===== src/cart_pkg.sv =====
// **********************************************************************
// Cartridge mapper package
// Bus types, mapper kind codes, hotspot addresses and Superchip RAM
// decode constants shared by the bank-switching stages
// **********************************************************************

package cart_pkg;

	typedef logic [12:0] cart_addr_t;
	typedef logic [7:0]  cart_data_t;
	typedef logic [10:0] ram_addr_t;
	typedef logic [7:0]  bank_t;
	typedef logic [1:0]  seg_sel_t;
	typedef logic [2:0]  mapper_t;

	// Mapper kinds
	localparam mapper_t MAPPER_4K = 3'd0;
	localparam mapper_t MAPPER_F8 = 3'd1;
	localparam mapper_t MAPPER_F6 = 3'd2;
	localparam mapper_t MAPPER_F4 = 3'd3;
	localparam mapper_t MAPPER_E0 = 3'd4;
	localparam mapper_t MAPPER_3F = 3'd5;

	// First hotspot of each window, bank n sits at base + n
	localparam cart_addr_t HOT_F8_BASE = 13'h1FF8;
	localparam cart_addr_t HOT_F6_BASE = 13'h1FF6;
	localparam cart_addr_t HOT_F4_BASE = 13'h1FF4;
	localparam cart_addr_t HOT_E0_BASE = 13'h1FE0;
	localparam cart_addr_t HOT_3F_ADDR = 13'h003F;

	// Number of hotspots in each window
	localparam cart_addr_t HOT_F8_COUNT = 13'd2;
	localparam cart_addr_t HOT_F6_COUNT = 13'd4;
	localparam cart_addr_t HOT_F4_COUNT = 13'd8;

	// E0 has three switchable 1K slots, the top one is fixed
	localparam int    E0_SLOTS    = 3;
	localparam bank_t E0_TOP_BANK = 8'd7;

	// 3F upper 2K always maps to the last bank
	localparam bank_t FIXED_3F_BANK = 8'hFF;

	// F8 comes out of reset in its upper bank
	localparam bank_t START_BANK_F8 = 8'd1;

	// Superchip RAM page in a_in[12:8] and number of offset bits
	localparam logic [4:0] SC_PAGE     = 5'b10000;
	localparam int         SC_RAM_BITS = 7;

endpackage


===== src/hotspot_decode.sv =====
// **********************************************************************
// Hotspot decode
// Watches the cartridge address and data bus and turns hotspot
// accesses of the selected mapper into bank-write commands
// **********************************************************************

module hotspot_decode import cart_pkg::*; (
	input  mapper_t    mapper,
	input  logic       a_change,
	input  cart_addr_t a_in,
	input  cart_data_t d_in,
	output logic       bank_wr,
	output seg_sel_t   bank_seg,
	output bank_t      bank_val
);

	// Window of the F8/F6/F4 family
	cart_addr_t hot_base;
	cart_addr_t hot_count;
	logic       hot_window;
	cart_addr_t hot_offset;
	logic       window_hit;

	// E0 slot decode on bits 12:3
	logic [9:0] e0_line;
	logic [9:0] e0_slot;
	logic       e0_hit;

	logic       f3_hit;

	always_comb begin
		hot_base   = HOT_F8_BASE;
		hot_count  = HOT_F8_COUNT;
		hot_window = 1'b0;
		case (mapper)
			MAPPER_F8: begin
				hot_base   = HOT_F8_BASE;
				hot_count  = HOT_F8_COUNT;
				hot_window = 1'b1;
			end
			MAPPER_F6: begin
				hot_base   = HOT_F6_BASE;
				hot_count  = HOT_F6_COUNT;
				hot_window = 1'b1;
			end
			MAPPER_F4: begin
				hot_base   = HOT_F4_BASE;
				hot_count  = HOT_F4_COUNT;
				hot_window = 1'b1;
			end
			default: ;
		endcase
	end

	// Offset wraps below the base, so the lower bound is checked as well
	assign hot_offset = a_in - hot_base;
	assign window_hit = hot_window && (a_in >= hot_base) && (hot_offset < hot_count);

	assign e0_line = a_in[12:3];
	assign e0_slot = e0_line - HOT_E0_BASE[12:3];
	assign e0_hit  = (mapper == MAPPER_E0) && (e0_line >= HOT_E0_BASE[12:3]) &&
		(e0_slot < 10'(E0_SLOTS));

	// 3F latches the data bus on any access, strobe or not
	assign f3_hit = (mapper == MAPPER_3F) && (a_in == HOT_3F_ADDR);

	always_comb begin
		bank_wr  = 1'b0;
		bank_seg = '0;
		bank_val = '0;
		if (a_change && window_hit) begin
			bank_wr  = 1'b1;
			bank_val = bank_t'(hot_offset);
		end else if (a_change && e0_hit) begin
			bank_wr  = 1'b1;
			bank_seg = seg_sel_t'(e0_slot);
			bank_val = bank_t'(a_in[2:0]);
		end else if (f3_hit) begin
			bank_wr  = 1'b1;
			bank_val = d_in;
		end
	end

endmodule


===== src/bank_registers.sv =====
// **********************************************************************
// Bank registers
// Holds the three segment bank registers, loads the selected one on a
// bank write and applies the start bank of the mapper on reset
// **********************************************************************

module bank_registers import cart_pkg::*; (
	input  logic     clk,
	input  logic     reset,
	input  mapper_t  mapper,
	input  logic     bank_wr,
	input  seg_sel_t bank_seg,
	input  bank_t    bank_val,
	output bank_t    seg0,
	output bank_t    seg1,
	output bank_t    seg2
);

	bank_t start_bank;

	// Only F8 boots from a bank other than zero
	assign start_bank = (mapper == MAPPER_F8) ? START_BANK_F8 : '0;

	always_ff @(posedge clk) begin
		if (reset) begin
			seg0 <= start_bank;
			seg1 <= '0;
			seg2 <= '0;
		end else if (bank_wr) begin
			case (bank_seg)
				2'd0: seg0 <= bank_val;
				2'd1: seg1 <= bank_val;
				2'd2: seg2 <= bank_val;
				default: ;
			endcase
		end
	end

endmodule


===== src/cart_bus_map.sv =====
// **********************************************************************
// Cartridge bus map
// Forms the physical ROM address from the bank registers, and decodes
// the Superchip RAM ports and the cartridge output enable
// **********************************************************************

module cart_bus_map import cart_pkg::*; #(
	parameter int ROM_ADDR_W = 19
) (
	input  mapper_t                 mapper,
	input  logic                    sc,
	input  cart_addr_t              a_in,
	input  bank_t                   seg0,
	input  bank_t                   seg1,
	input  bank_t                   seg2,
	output logic [ROM_ADDR_W-1:0]   rom_a,
	output logic                    ram_sel,
	output logic                    ram_rw,
	output ram_addr_t               ram_a,
	output logic                    cart_oe
);

	typedef logic [ROM_ADDR_W-1:0] rom_addr_t;

	bank_t e0_bank;
	bank_t f3_bank;

	// E0 picks one of four 1K slots, the last one is fixed
	always_comb begin
		case (a_in[11:10])
			2'd0:    e0_bank = seg0;
			2'd1:    e0_bank = seg1;
			2'd2:    e0_bank = seg2;
			default: e0_bank = E0_TOP_BANK;
		endcase
	end

	assign f3_bank = a_in[11] ? FIXED_3F_BANK : seg0;

	always_comb begin
		case (mapper)
			MAPPER_F8, MAPPER_F6, MAPPER_F4:
				rom_a = (rom_addr_t'(seg0) << 12) | rom_addr_t'(a_in[11:0]);
			MAPPER_E0:
				rom_a = (rom_addr_t'(e0_bank) << 10) | rom_addr_t'(a_in[9:0]);
			MAPPER_3F:
				rom_a = (rom_addr_t'(f3_bank) << 11) | rom_addr_t'(a_in[10:0]);
			default:
				rom_a = rom_addr_t'(a_in[11:0]);
		endcase
	end

	// Superchip RAM, write port below read port within one page
	assign ram_sel = sc && (a_in[12:8] == SC_PAGE);
	assign ram_rw  = sc ? a_in[SC_RAM_BITS] : 1'b1;
	assign ram_a   = ram_addr_t'(a_in[SC_RAM_BITS-1:0]);

	// Cartridge drives the bus in its own half unless RAM is being written
	assign cart_oe = a_in[12] && !(ram_sel && !ram_rw);

endmodule


===== src/cart_mapper_top.sv =====
// **********************************************************************
// Cartridge mapper top level
// Hotspot decode, bank registers and bus map of an Atari 2600
// bank-switching cartridge
// **********************************************************************

module cart_mapper_top import cart_pkg::*; #(
	parameter int ROM_ADDR_W = 19
) (
	input  logic                  clk,
	input  logic                  reset,
	input  mapper_t               mapper,
	input  logic                  sc,
	input  logic                  a_change,
	input  cart_addr_t            a_in,
	input  cart_data_t            d_in,
	output logic [ROM_ADDR_W-1:0] rom_a,
	output logic                  ram_sel,
	output logic                  ram_rw,
	output ram_addr_t             ram_a,
	output logic                  cart_oe
);

	logic     bank_wr;
	seg_sel_t bank_seg;
	bank_t    bank_val;
	bank_t    seg0;
	bank_t    seg1;
	bank_t    seg2;

	hotspot_decode u_decode (
		.mapper   (mapper),
		.a_change (a_change),
		.a_in     (a_in),
		.d_in     (d_in),
		.bank_wr  (bank_wr),
		.bank_seg (bank_seg),
		.bank_val (bank_val)
	);

	bank_registers u_banks (
		.clk      (clk),
		.reset    (reset),
		.mapper   (mapper),
		.bank_wr  (bank_wr),
		.bank_seg (bank_seg),
		.bank_val (bank_val),
		.seg0     (seg0),
		.seg1     (seg1),
		.seg2     (seg2)
	);

	cart_bus_map #(
		.ROM_ADDR_W (ROM_ADDR_W)
	) u_bus_map (
		.mapper  (mapper),
		.sc      (sc),
		.a_in    (a_in),
		.seg0    (seg0),
		.seg1    (seg1),
		.seg2    (seg2),
		.rom_a   (rom_a),
		.ram_sel (ram_sel),
		.ram_rw  (ram_rw),
		.ram_a   (ram_a),
		.cart_oe (cart_oe)
	);

endmodule


===== config.mk =====
export PLATFORM = sky130hd
export DESIGN_NAME = cart_mapper_top
export DESIGN_NICKNAME = d
export VERILOG_FILES = /design/src/cart_pkg.sv /design/src/hotspot_decode.sv /design/src/bank_registers.sv /design/src/cart_bus_map.sv /design/src/cart_mapper_top.sv
export SDC_FILE = /design/constraint.sdc
export NUM_CORES = 1
export LEC_CHECK = 0
export ABC_AREA = 1
export BUFFER_PORTS_ARGS = -buffer_cell sky130_fd_sc_hd__buf_4
export CAP_MARGIN = 20
export CORE_ASPECT_RATIO = 1.75
export CORE_MARGIN = 10
export CORE_UTILIZATION = 48
export CTS_CLUSTER_DIAMETER = 40
export DETAILED_ROUTE_END_ITERATION = 7
export PLACE_DENSITY = 0.73
export SLEW_MARGIN = 15
export SYNTH_ARGS = -nofsm -noshare
export SYNTH_HDL_FRONTEND = slang
export SYNTH_SLANG_ARGS = --single-unit

===== constraint.sdc =====
create_clock -name clk -period 3 [get_ports clk]
set_input_delay 0.3 -clock clk [delete_from_list [all_inputs] [get_ports clk]]
set_output_delay 0.3 -clock clk [all_outputs]
set_load 0.01 [all_outputs]

Yosys cells after proc, flatten, opt, wreduce, memory -nomap -nowiden
Cells that the tools add are included.
{ "word_totals": {"regBits": 24, "inputBits": 28, "output_inout_bits": 33, "elab_cells": 62} }
{ "op_classes": {"n_addsub": 2, "n_lt_le_gt_ge": 4, "n_eq_ne": 11, "n_mux": 19, "bitwise_logic": 3, "reduce_logical": 20} }
{ "ops": {"columns": ["op", "count"], "rows": [
  ["$pmux W19 S3", 1],
  ["$mux W8", 7],
  ["$pmux W8 S3", 1],
  ["$or A19 B11 Y19", 1],
  ["$or A19 B12 Y19", 1],
  ["$or A18 B10 Y18", 1],
  ["$pmux W4 S2", 2],
  ["$eq A13 B6 Y1 const B", 1],
  ["$ge A13 B13 Y1", 1],
  ["$lt A13 B4 Y1", 1],
  ["$sub A13 B13 Y13", 1],
  ["$ge A10 B10 Y1 const B", 1],
  ["$logic_and A1 B1 Y1", 10],
  ["$lt A10 B2 Y1 const B", 1],
  ["$sub A10 B10 Y10 const B", 1],
  ["$eq A3 B2 Y1 const B", 2],
  ["$eq A3 B3 Y1 const B", 2],
  ["$mux W1", 6],
  ["$reduce_and A2 Y1", 3],
  ["$eq A5 B5 Y1 const B", 1],
  ["$eq A2 B1 Y1 const B", 2],
  ["$eq A2 B2 Y1 const B", 2],
  ["$logic_not A2 Y1", 2],
  ["$mux W2", 2],
  ["other kinds (4)", 6]
]} }

Longest topological paths before layout
Gate-level depths: netlist of the first run.
{ "logic_depth": {"ltp_word": 11, "depth_mapped": 18} }

By module
From an unflattened synthesis of the first run, not the netlist that was laid out.
{ "hier_totals": {"hier_cells": 378, "area_unflattened_um2": 2210.9} }
{ "by_module_without_submodules": {"columns": ["module", "n_inst", "cells_per_inst", "area_per_inst_um2"], "rows": [
  ["bank_registers", 1, 133, 1041.0],
  ["hotspot_decode", 1, 125, 599.3],
  ["cart_bus_map", 1, 120, 570.5]
]} }

Worst setup path after synthesis of the first run
OpenSTA, ideal clock, no wires.
{ "synth_path": {"path_type": "input-to-reg", "start": "input mapper[1]", "end": "register u_banks.seg0[0] (enable)", "setup_ns": 0.329, "t_arrival_ns": 2.439, "setup_slack_ns": 0.232, "stages": 17, "n_path_buf": 0, "cell_sequence": "inv_1 -> nor2_1 -> inv_1 -> nor2_1 -> ha_1 -> fa_1 -> xnor2_1 -> ha_1 -> nor2_1 -> nand3_1 -> nor2_1 -> nand3_1 -> nor2_1 -> nand3_1 -> nand2_1 -> o21ai_1 -> nand2_1"} }
{ "synth_via": {"elab_chain_len": 10} }
{ "synth_lines": {"columns": ["item", "line_no", "text"], "rows": [
  ["start: declaration", "cart_mapper_top.sv:12", "input mapper_t mapper,"],
  ["$eq A3 B2 Y1 or $eq A3 B1 Y1 (tied branches)", "hotspot_decode.sv:35", "case (mapper)"],
  ["$pmux W4 S2 or $reduce_or A3 Y1 (tied branches)", null, null],
  ["$sub A13 B13 Y13 (tied with other cells)", "hotspot_decode.sv:56", "assign hot_offset = a_in - hot_base;"],
  ["$lt A13 B4 Y1 or $logic_and A1 B1 Y1 (tied branches)", "hotspot_decode.sv:57", "assign window_hit = hot_window && (a_in >= hot_base) && (hot_offset < hot_count);"],
  ["$logic_and A1 B1 Y1", "hotspot_decode.sv:57", null],
  ["$logic_and A1 B1 Y1", "hotspot_decode.sv:71", "if (a_change && window_hit) begin"],
  ["$mux W2", "hotspot_decode.sv:71", null],
  ["$logic_not A2 Y1", "bank_registers.sv:30", "case (bank_seg)"],
  ["$reduce_bool A2 Y1 (no line)", null, null],
  ["$reduce_and A2 Y1 (no line) *", null, null],
  ["end signal: assignment", "bank_registers.sv:26", "seg0 <= start_bank;"],
  ["end signal: assignment", "bank_registers.sv:31", "2'd0: seg0 <= bank_val;"],
  ["end: declaration", "bank_registers.sv:14", "output bank_t seg0,"]
]} }
Every way passes the cells marked *; elsewhere a longest branch is shown, timed or not.
A chain may end at the register's enable or synchronous reset.

Final worst setup path of the first run
{ "layout_path": {"start": "input mapper[1]", "end": "register u_banks.seg0[4] (enable)"} }
The elaborated chain is that of the path after synthesis.

==> flow_metrics.py, run 1 <==
metrics = {
    "run_status": {
        "outcome": "finished clean",
    },
    "drt": {
        "drtAntennaViolNets": 0,
        "wl_met3_um": 356,
        "dr_wl_met2_um": 3799,
        "wire_per_inst_um": 15.26,
        "via_per_inst": 5.264,
        "routed_wl_um": 7003,
        "drt-met1-wl_um": 2383,
        "top_layer": "met4",
        "drt_iter0_drc": 155,
        "drc": 0,
        "firstDrtPassIters": 4,
        "vias": 2416,
    },
    "placement": {
        "gp_congestion": 0.9424,
        "dpl.cell_count": 455,
        "dp_hpwl_um": 5902,
        "numPortBuffers": 56,
        "placed_area_mm2": 0.002571,
    },
    "clock_network": {
        "cts_resized": 0,
        "cts_buffers": 3,
        "clock-sinks": 24,
        "cts_tree": "yes",
        "htree_levels": 1,
        "path_clk_slew_ps": 80,
        "post_cts_buffers": 0,
        "cts-root-buf": "clkbuf_8",
        "worstSkewPairLatency_ps": 260,
        "cts_hold_buf": 0,
        "clock_path_buffers": 2,
    },
    "critical_path": {
        "crit_type": "input port to flop",
        "cp_max_fo": 8,
        "cp-start-kind": "input port",
        "arrival_ps": 2600,
        "endpoint_kind": "flop",
        "cp.required_ps": 2960,
    },
    "finish": {
        "fin_nets": 443,
        "final_util_pct": 59.46,
        "drive_above_1_share_pct": 21.81,
        "syn2layout_area_growth_pct": 20.84,
        "finalNonFillerCells": 459,
        "antenna_cells": 0,
        "design_area_mm2": 0.002619,
    },
    "timing": {
        "fin_crit_sh_pct": 87.96,
        "finalHoldViolations": 0,
        "skew_ps": 0,
        "setup_viol": 0,
        "rsz0062_at_grt": "false",
        "finalMaxSlewViolations": 0,
        "max_freq_ghz": 0.3790,
        "whs_ps": 330.9,
        "fin_crit_ps": 2639,
    },
    "die": {
        "die_area_mm2": 0.007708,
        "die_h_um": 108.9,
        "start_util_pct": 49.20,
        "fp.coreArea_mm2": 0.004404,
        "rows": 32,
        "io_pins": 61,
        "die_x_um": 70.79,
    },
    "yosys": {
        "synth_most_common_cell": "nand2_1",
        "synth.distinct_cells": 33,
        "yosys-top-cells-count": "107 x nand2_1, 50 x inv_1, 44 x nand3_1, 38 x nor2_1, 16 x dfxtp_1",
        "synth-main-ff-cell": "dfxtp_1",
        "synthTopCellsByArea": "nand2_1 19%, dfxtp_1 15%, edfxtp_1 11%",
        "synth_edf_count": 8,
        "syn_avg_cell_area_um2": 5.954,
        "ys_seq_area_share_pct": 25.87,
        "syn-instance-count": 364,
        "synthArstFlopShare_pct": 0,
        "synth_top_area_cell": "nand2_1",
        "syn_area_mm2": 0.002167,
        "synth_top_area_share_pct": 18.53,
        "synth_seq_cells": 24,
        "yosysWarnings": 0,
    },
    "grt": {
        "antenna_found_initial": 0,
        "grt_pass1_vias": 2490,
        "grt_remaining_overflow": 0,
        "grt_use_total_pct": 17.98,
        "grt_max_degree": 20,
        "grt_pass1_wl_um": 11310,
    },
    "min_path": {
        "hp-class": "input port to flop",
    },
    "power": {
        "p_leak_nw": 1.332,
        "power.density_mw_per_mm2": 298.1,
        "vdd_drop_max_mv": 0.3181,
    },
    "flow_run": {
        "drv_cap": 0,
    },
}
-- final timing paths --
path	startpoint	to	slack, ps	cells after the start
worst min register to register	u_banks.seg2[7]$_SDFFE_PP0P_	u_banks.seg2[7]$_SDFFE_PP0P_	460	2
worst min-delay path	d_in[6]	u_banks.seg0[6]$_SDFFCE_PP0P_	330	3
worst max-delay path	mapper[1]	u_banks.seg0[4]$_SDFFCE_PP0P_	360	18
worst max register to register	u_banks.seg1[2]$_SDFFE_PP0P_	u_banks.seg1[2]$_SDFFE_PP0P_	2310	4
-- metrics by stage --
stage	power, W	setup slack, ps	setup TNS [ps]
after detailed placement	0.0005962	-24.70	-196.2
after global routing	0.0008212	76.57	0
after floorplan	0.0004893	232.0	0
after CTS	0.0007846	255.2	0
after global placement	0.0005948	65.85	0
final	0.0007807	361.2	0
-- where the power goes --
part | switching, W | internal [W] | total [W]
clock | 0.0000968 | 0.0000948 | 0.000192
combinational | 0.000146 | 0.0000967 | 0.000242
sequential | 0.00000606 | 0.000341 | 0.000347
total | 0.000248 | 0.000532 | 0.000781
-- registers in the layout (all words and copies together) (netlist names) --
| register | cells |
|---|---|
| u_banks.seg0 | 8 |
| u_banks.seg1 | 8 |
| u_banks.seg2 | 8 |
-- kinds of logic (layout without fill, tap and decap cells) --
family	after synthesis	count (layout)	synth area share, %
AND/OR/NAND/NOR	215	215	44.05
buffers and inverters	83	124	16.51
AO/OA/AOI/OAI	33	33	8.776
flip-flops	24	24	25.87
adder cells (fa/ha/maj)	6	6	3.811
XOR/XNOR	2	2	0.8085
other	1	4	0.1730
-- final cells by class --
class,count,area [um^2]
Clock buffer,4,45.04
Sequential cell,24,560.5
Fill cell,485,1785
Inverter,57,214.0
Timing Repair Buffer,63,473.0
Tap cell,51,63.81
Multi-Input combinational cell,260,1262
-- metal layers --
metal	vias up	global-route usage [%]
li1	1225	-
met1	1078	15.75
met2	83	33.59
met3	30	4.186
met4	0	14.72
met5	-	0
-- layout by cell type, fill, tap and decap left out, types with 5 or more instances in the layout --
cell type	synthesis	final
inv_1	50	50
nor3_1	6	6
dfxtp_1	16	16
buf_4	12	63
nor2_2	5	5
edfxtp_1	8	8
inv_2	7	7
nand3_1	44	44
ha_1	5	5
a21oi_1	8	8
nand2_1	107	106
o21ai_0	12	12
nor2_1	38	38
-- critical path, cell delays in order --
cell and delay [ps]:
buf_4 120, inv_1 80, nor2_1 60, inv_1 70, nor2_1 50, ha_1 200
fa_1 410, xnor2_1 170, ha_1 220, nor2_1 100, nand3_1 80, nor2_1 90
nand3_1 60, nor2_1 150, nand3_1 110, nand2_1 90, o21ai_1 70, nand2_2 180
Note: power is estimated with default switching activity, not from simulation.
==> run 2, diff against run 1 <==
--- a/config.mk
+++ b/config.mk
@@ -12,7 +12,9 @@
 export CORE_MARGIN = 10
 export CORE_UTILIZATION = 48
 export CTS_CLUSTER_DIAMETER = 40
+export CTS_CLUSTER_SIZE = 28
 export DETAILED_ROUTE_END_ITERATION = 7
+export GPL_TIMING_DRIVEN = 0
 export PLACE_DENSITY = 0.73
 export SLEW_MARGIN = 15
 export SYNTH_ARGS = -nofsm -noshare
==> run 2 against run 1 <==
Cell area rose by 3.7%. Count of clock-buffer cells in the layout fell by 1. First-iteration DRC count fell by 8.4%. Largest cell class unchanged. Highest routed layer unchanged.
==> flow_metrics.py, run 2 (synthesis results as in run 1) <==
metrics = {
    "run_status": {
        "outcome": "finished clean",
    },
    "critical_path": {
        "crit_type": "input port to flop",
        "cp-start-kind": "input port",
        "cp_max_fo": 8,
        "worstPathCellList": "buf_4 -> inv_1 -> nor2_4 -> inv_1 -> nor2_1 -> ha_1 -> fa_2 -> xnor2_1 -> ha_1 -> nor2_1 -> nand3_1 -> nor2_1 -> nand3_1 -> nor2_2 -> nand3_1 -> nand2_1 -> o21ai_1 -> nand2_2",
        "endpoint_kind": "flop",
        "max_stage_delay_ps": 380,
        "critical-path-slowest-cell": "fa_2",
        "arrival_ps": 2700,
        "cp.required_ps": 2970,
    },
    "power": {
        "p_sw_share_pct": 31.94,
        "power.density_mw_per_mm2": 290.4,
        "pwr-share-comb_pct": 31.7,
        "power_switching_w": 0.0002519,
        "p_leak_nw": 1.372,
        "vdd_drop_max_mv": 0.2115,
        "p_int_w": 0.0005367,
        "pwr-share-seq_pct": 44.0,
        "clockPowerShare_pct": 24.3,
    },
    "placement": {
        "numPortBuffers": 54,
        "gp_congestion": 0.9524,
        "dp_hpwl_um": 5762,
    },
    "finish": {
        "fin_nets": 461,
        "final_util_pct": 61.65,
        "multiInputGateArea_mm2": 0.001275,
        "final_cell_mix": "106 x nand2_1, 67 x buf_4, 50 x inv_1, 44 x nand3_1, 36 x nor2_1",
        "final_common_cell": "nand2_1",
        "top_regs": "u_banks.seg0: 8 flops, u_banks.seg1: 8 flops, u_banks.seg2: 8 flops",
        "antenna_cells": 0,
        "drive_above_1_share_pct": 22.77,
        "nFillCells": 478,
        "syn2layout_area_growth_pct": 25.29,
        "seq_area_um2": 560.5,
    },
    "die": {
        "start_util_pct": 49.20,
        "rows": 32,
        "io_pins": 61,
        "die_h_um": 108.9,
        "die_area_mm2": 0.007708,
        "fp.coreArea_mm2": 0.004404,
        "die_x_um": 70.79,
    },
    "timing": {
        "rsz0062_at_grt": "false",
        "fin_crit_ps": 2733,
        "setup_viol": 0,
        "worst_slew_pin_slew_ps": 531.8,
        "finalHoldViolations": 0,
        "skew_ps": 0,
        "max_freq_ghz": 0.3659,
        "fin_crit_sh_pct": 91.10,
        "relSlewSlack_pct": 64.42,
        "tns_ps": 0,
        "finalMaxSlewViolations": 0,
    },
    "clock_network": {
        "path_clk_slew_ps": 80,
        "htree_levels": 1,
        "clock-sinks": 24,
        "worstSkewPairLatency_ps": 270,
        "cts_buffers": 3,
        "cts-root-buf": "clkbuf_8",
        "clock_path_buffers": 2,
        "cts_tree": "yes",
    },
    "grt": {
        "grt_use_total_pct": 17.31,
        "grt_pass1_wl_um": 10900,
        "grt_max_degree": 14,
        "antenna_found_initial": 0,
        "grt_remaining_overflow": 0,
        "grt_pass1_vias": 2426,
    },
    "drt": {
        "wire_per_inst_um": 14.20,
        "drt_iter0_drc": 142,
        "drtAntennaViolNets": 0,
        "via_per_inst": 5.140,
        "routed_wl_um": 6773,
        "drc": 0,
        "firstDrtPassIters": 4,
        "vias": 2452,
    },
    "flow_run": {
        "drv_cap": 0,
    },
    "min_path": {
        "hp-class": "input port to flop",
    },
}
==> run 2: what timing repair did <==
action                                  CTS  global route
hold buffers                              0             0
gates resized for setup                   2             3
endpoints found under the setup margin    8             9
pin swaps                                 0             1
buffers inserted                          0             1
==> run 2: final timing paths <==
check / from / end / slack [ps] / depth (start not counted)
hold / removal: d_in[4] / u_banks.seg0[4]$_SDFFCE_PP0P_ / 330 / 3
setup / recovery: mapper[1] / u_banks.seg0[0]$_DFFE_PP_ / 270 / 18
hold reg to reg: u_banks.seg1[6]$_SDFFE_PP0P_ / u_banks.seg1[6]$_SDFFE_PP0P_ / 460 / 2
setup reg to reg: u_banks.seg2[2]$_SDFFE_PP0P_ / u_banks.seg2[2]$_SDFFE_PP0P_ / 2310 / 4
==> run 2: final cells by class <==
cell class	count	share of cell area, %
Inverter	57	7.880
Buffer	26	5.300
Multi-Input combinational cell	260	46.96
Clock inverter	1	0.1382
Timing Repair Buffer	55	15.21
Clock buffer	3	1.521
Tap cell	51	2.350
Sequential cell	24	20.65
==> run 2: worst max-delay path: cells and delay by family <==
family	cells	cell delay (ps)
XOR/XNOR	1	160
adder cells (fa/ha/maj)	3	840
AND/OR/NAND/NOR	10	1040
AO/OA/AOI/OAI	1	70
buffers and inverters	3	310
==> run 2: per-stage QoR <==
| step | worst slack (ps) | instances | power (W) | area (um^2) | hold WS [ps] |
|---|---|---|---|---|---|
| final | 267.0 | 477 | 0.0007886 | 2715 | 327.2 |
| after global placement | -336.9 | 472 | 0.0005989 | 2648 | 430.7 |
| after global routing | 14.88 | 477 | 0.0008297 | 2715 | 344.0 |
| after floorplan | 232.0 | 367 | 0.0004893 | 2178 | 419.0 |
| after CTS | 77.22 | 476 | 0.0007872 | 2698 | 332.4 |
| after detailed placement | -374.8 | 472 | 0.0006021 | 2648 | 437.7 |
==> run 2: power groups by stage <==
stage | Sequential, W | Combinational, W | Clock, W
floorplan | 0.000351 | 0.000138 | 0
global placement | 0.000355 | 0.000244 | 0
detailed placement | 0.000355 | 0.000248 | 0
CTS | 0.000347 | 0.000249 | 0.000191
global route | 0.000348 | 0.000278 | 0.000204
finish | 0.000347 | 0.000250 | 0.000192
==> run 2: layer usage <==
| layer | GRT usage [%] | vias to the layer above | share of wire, % |
|---|---|---|---|
| met4 | 11.53 | 0 | 5.5 |
| li1 | - | 1259 | - |
| met2 | 33.33 | 82 | 55 |
| met5 | 0 | - | 0 |
| met3 | 3.731 | 25 | 5.0 |
| met1 | 15.53 | 1086 | 34 |
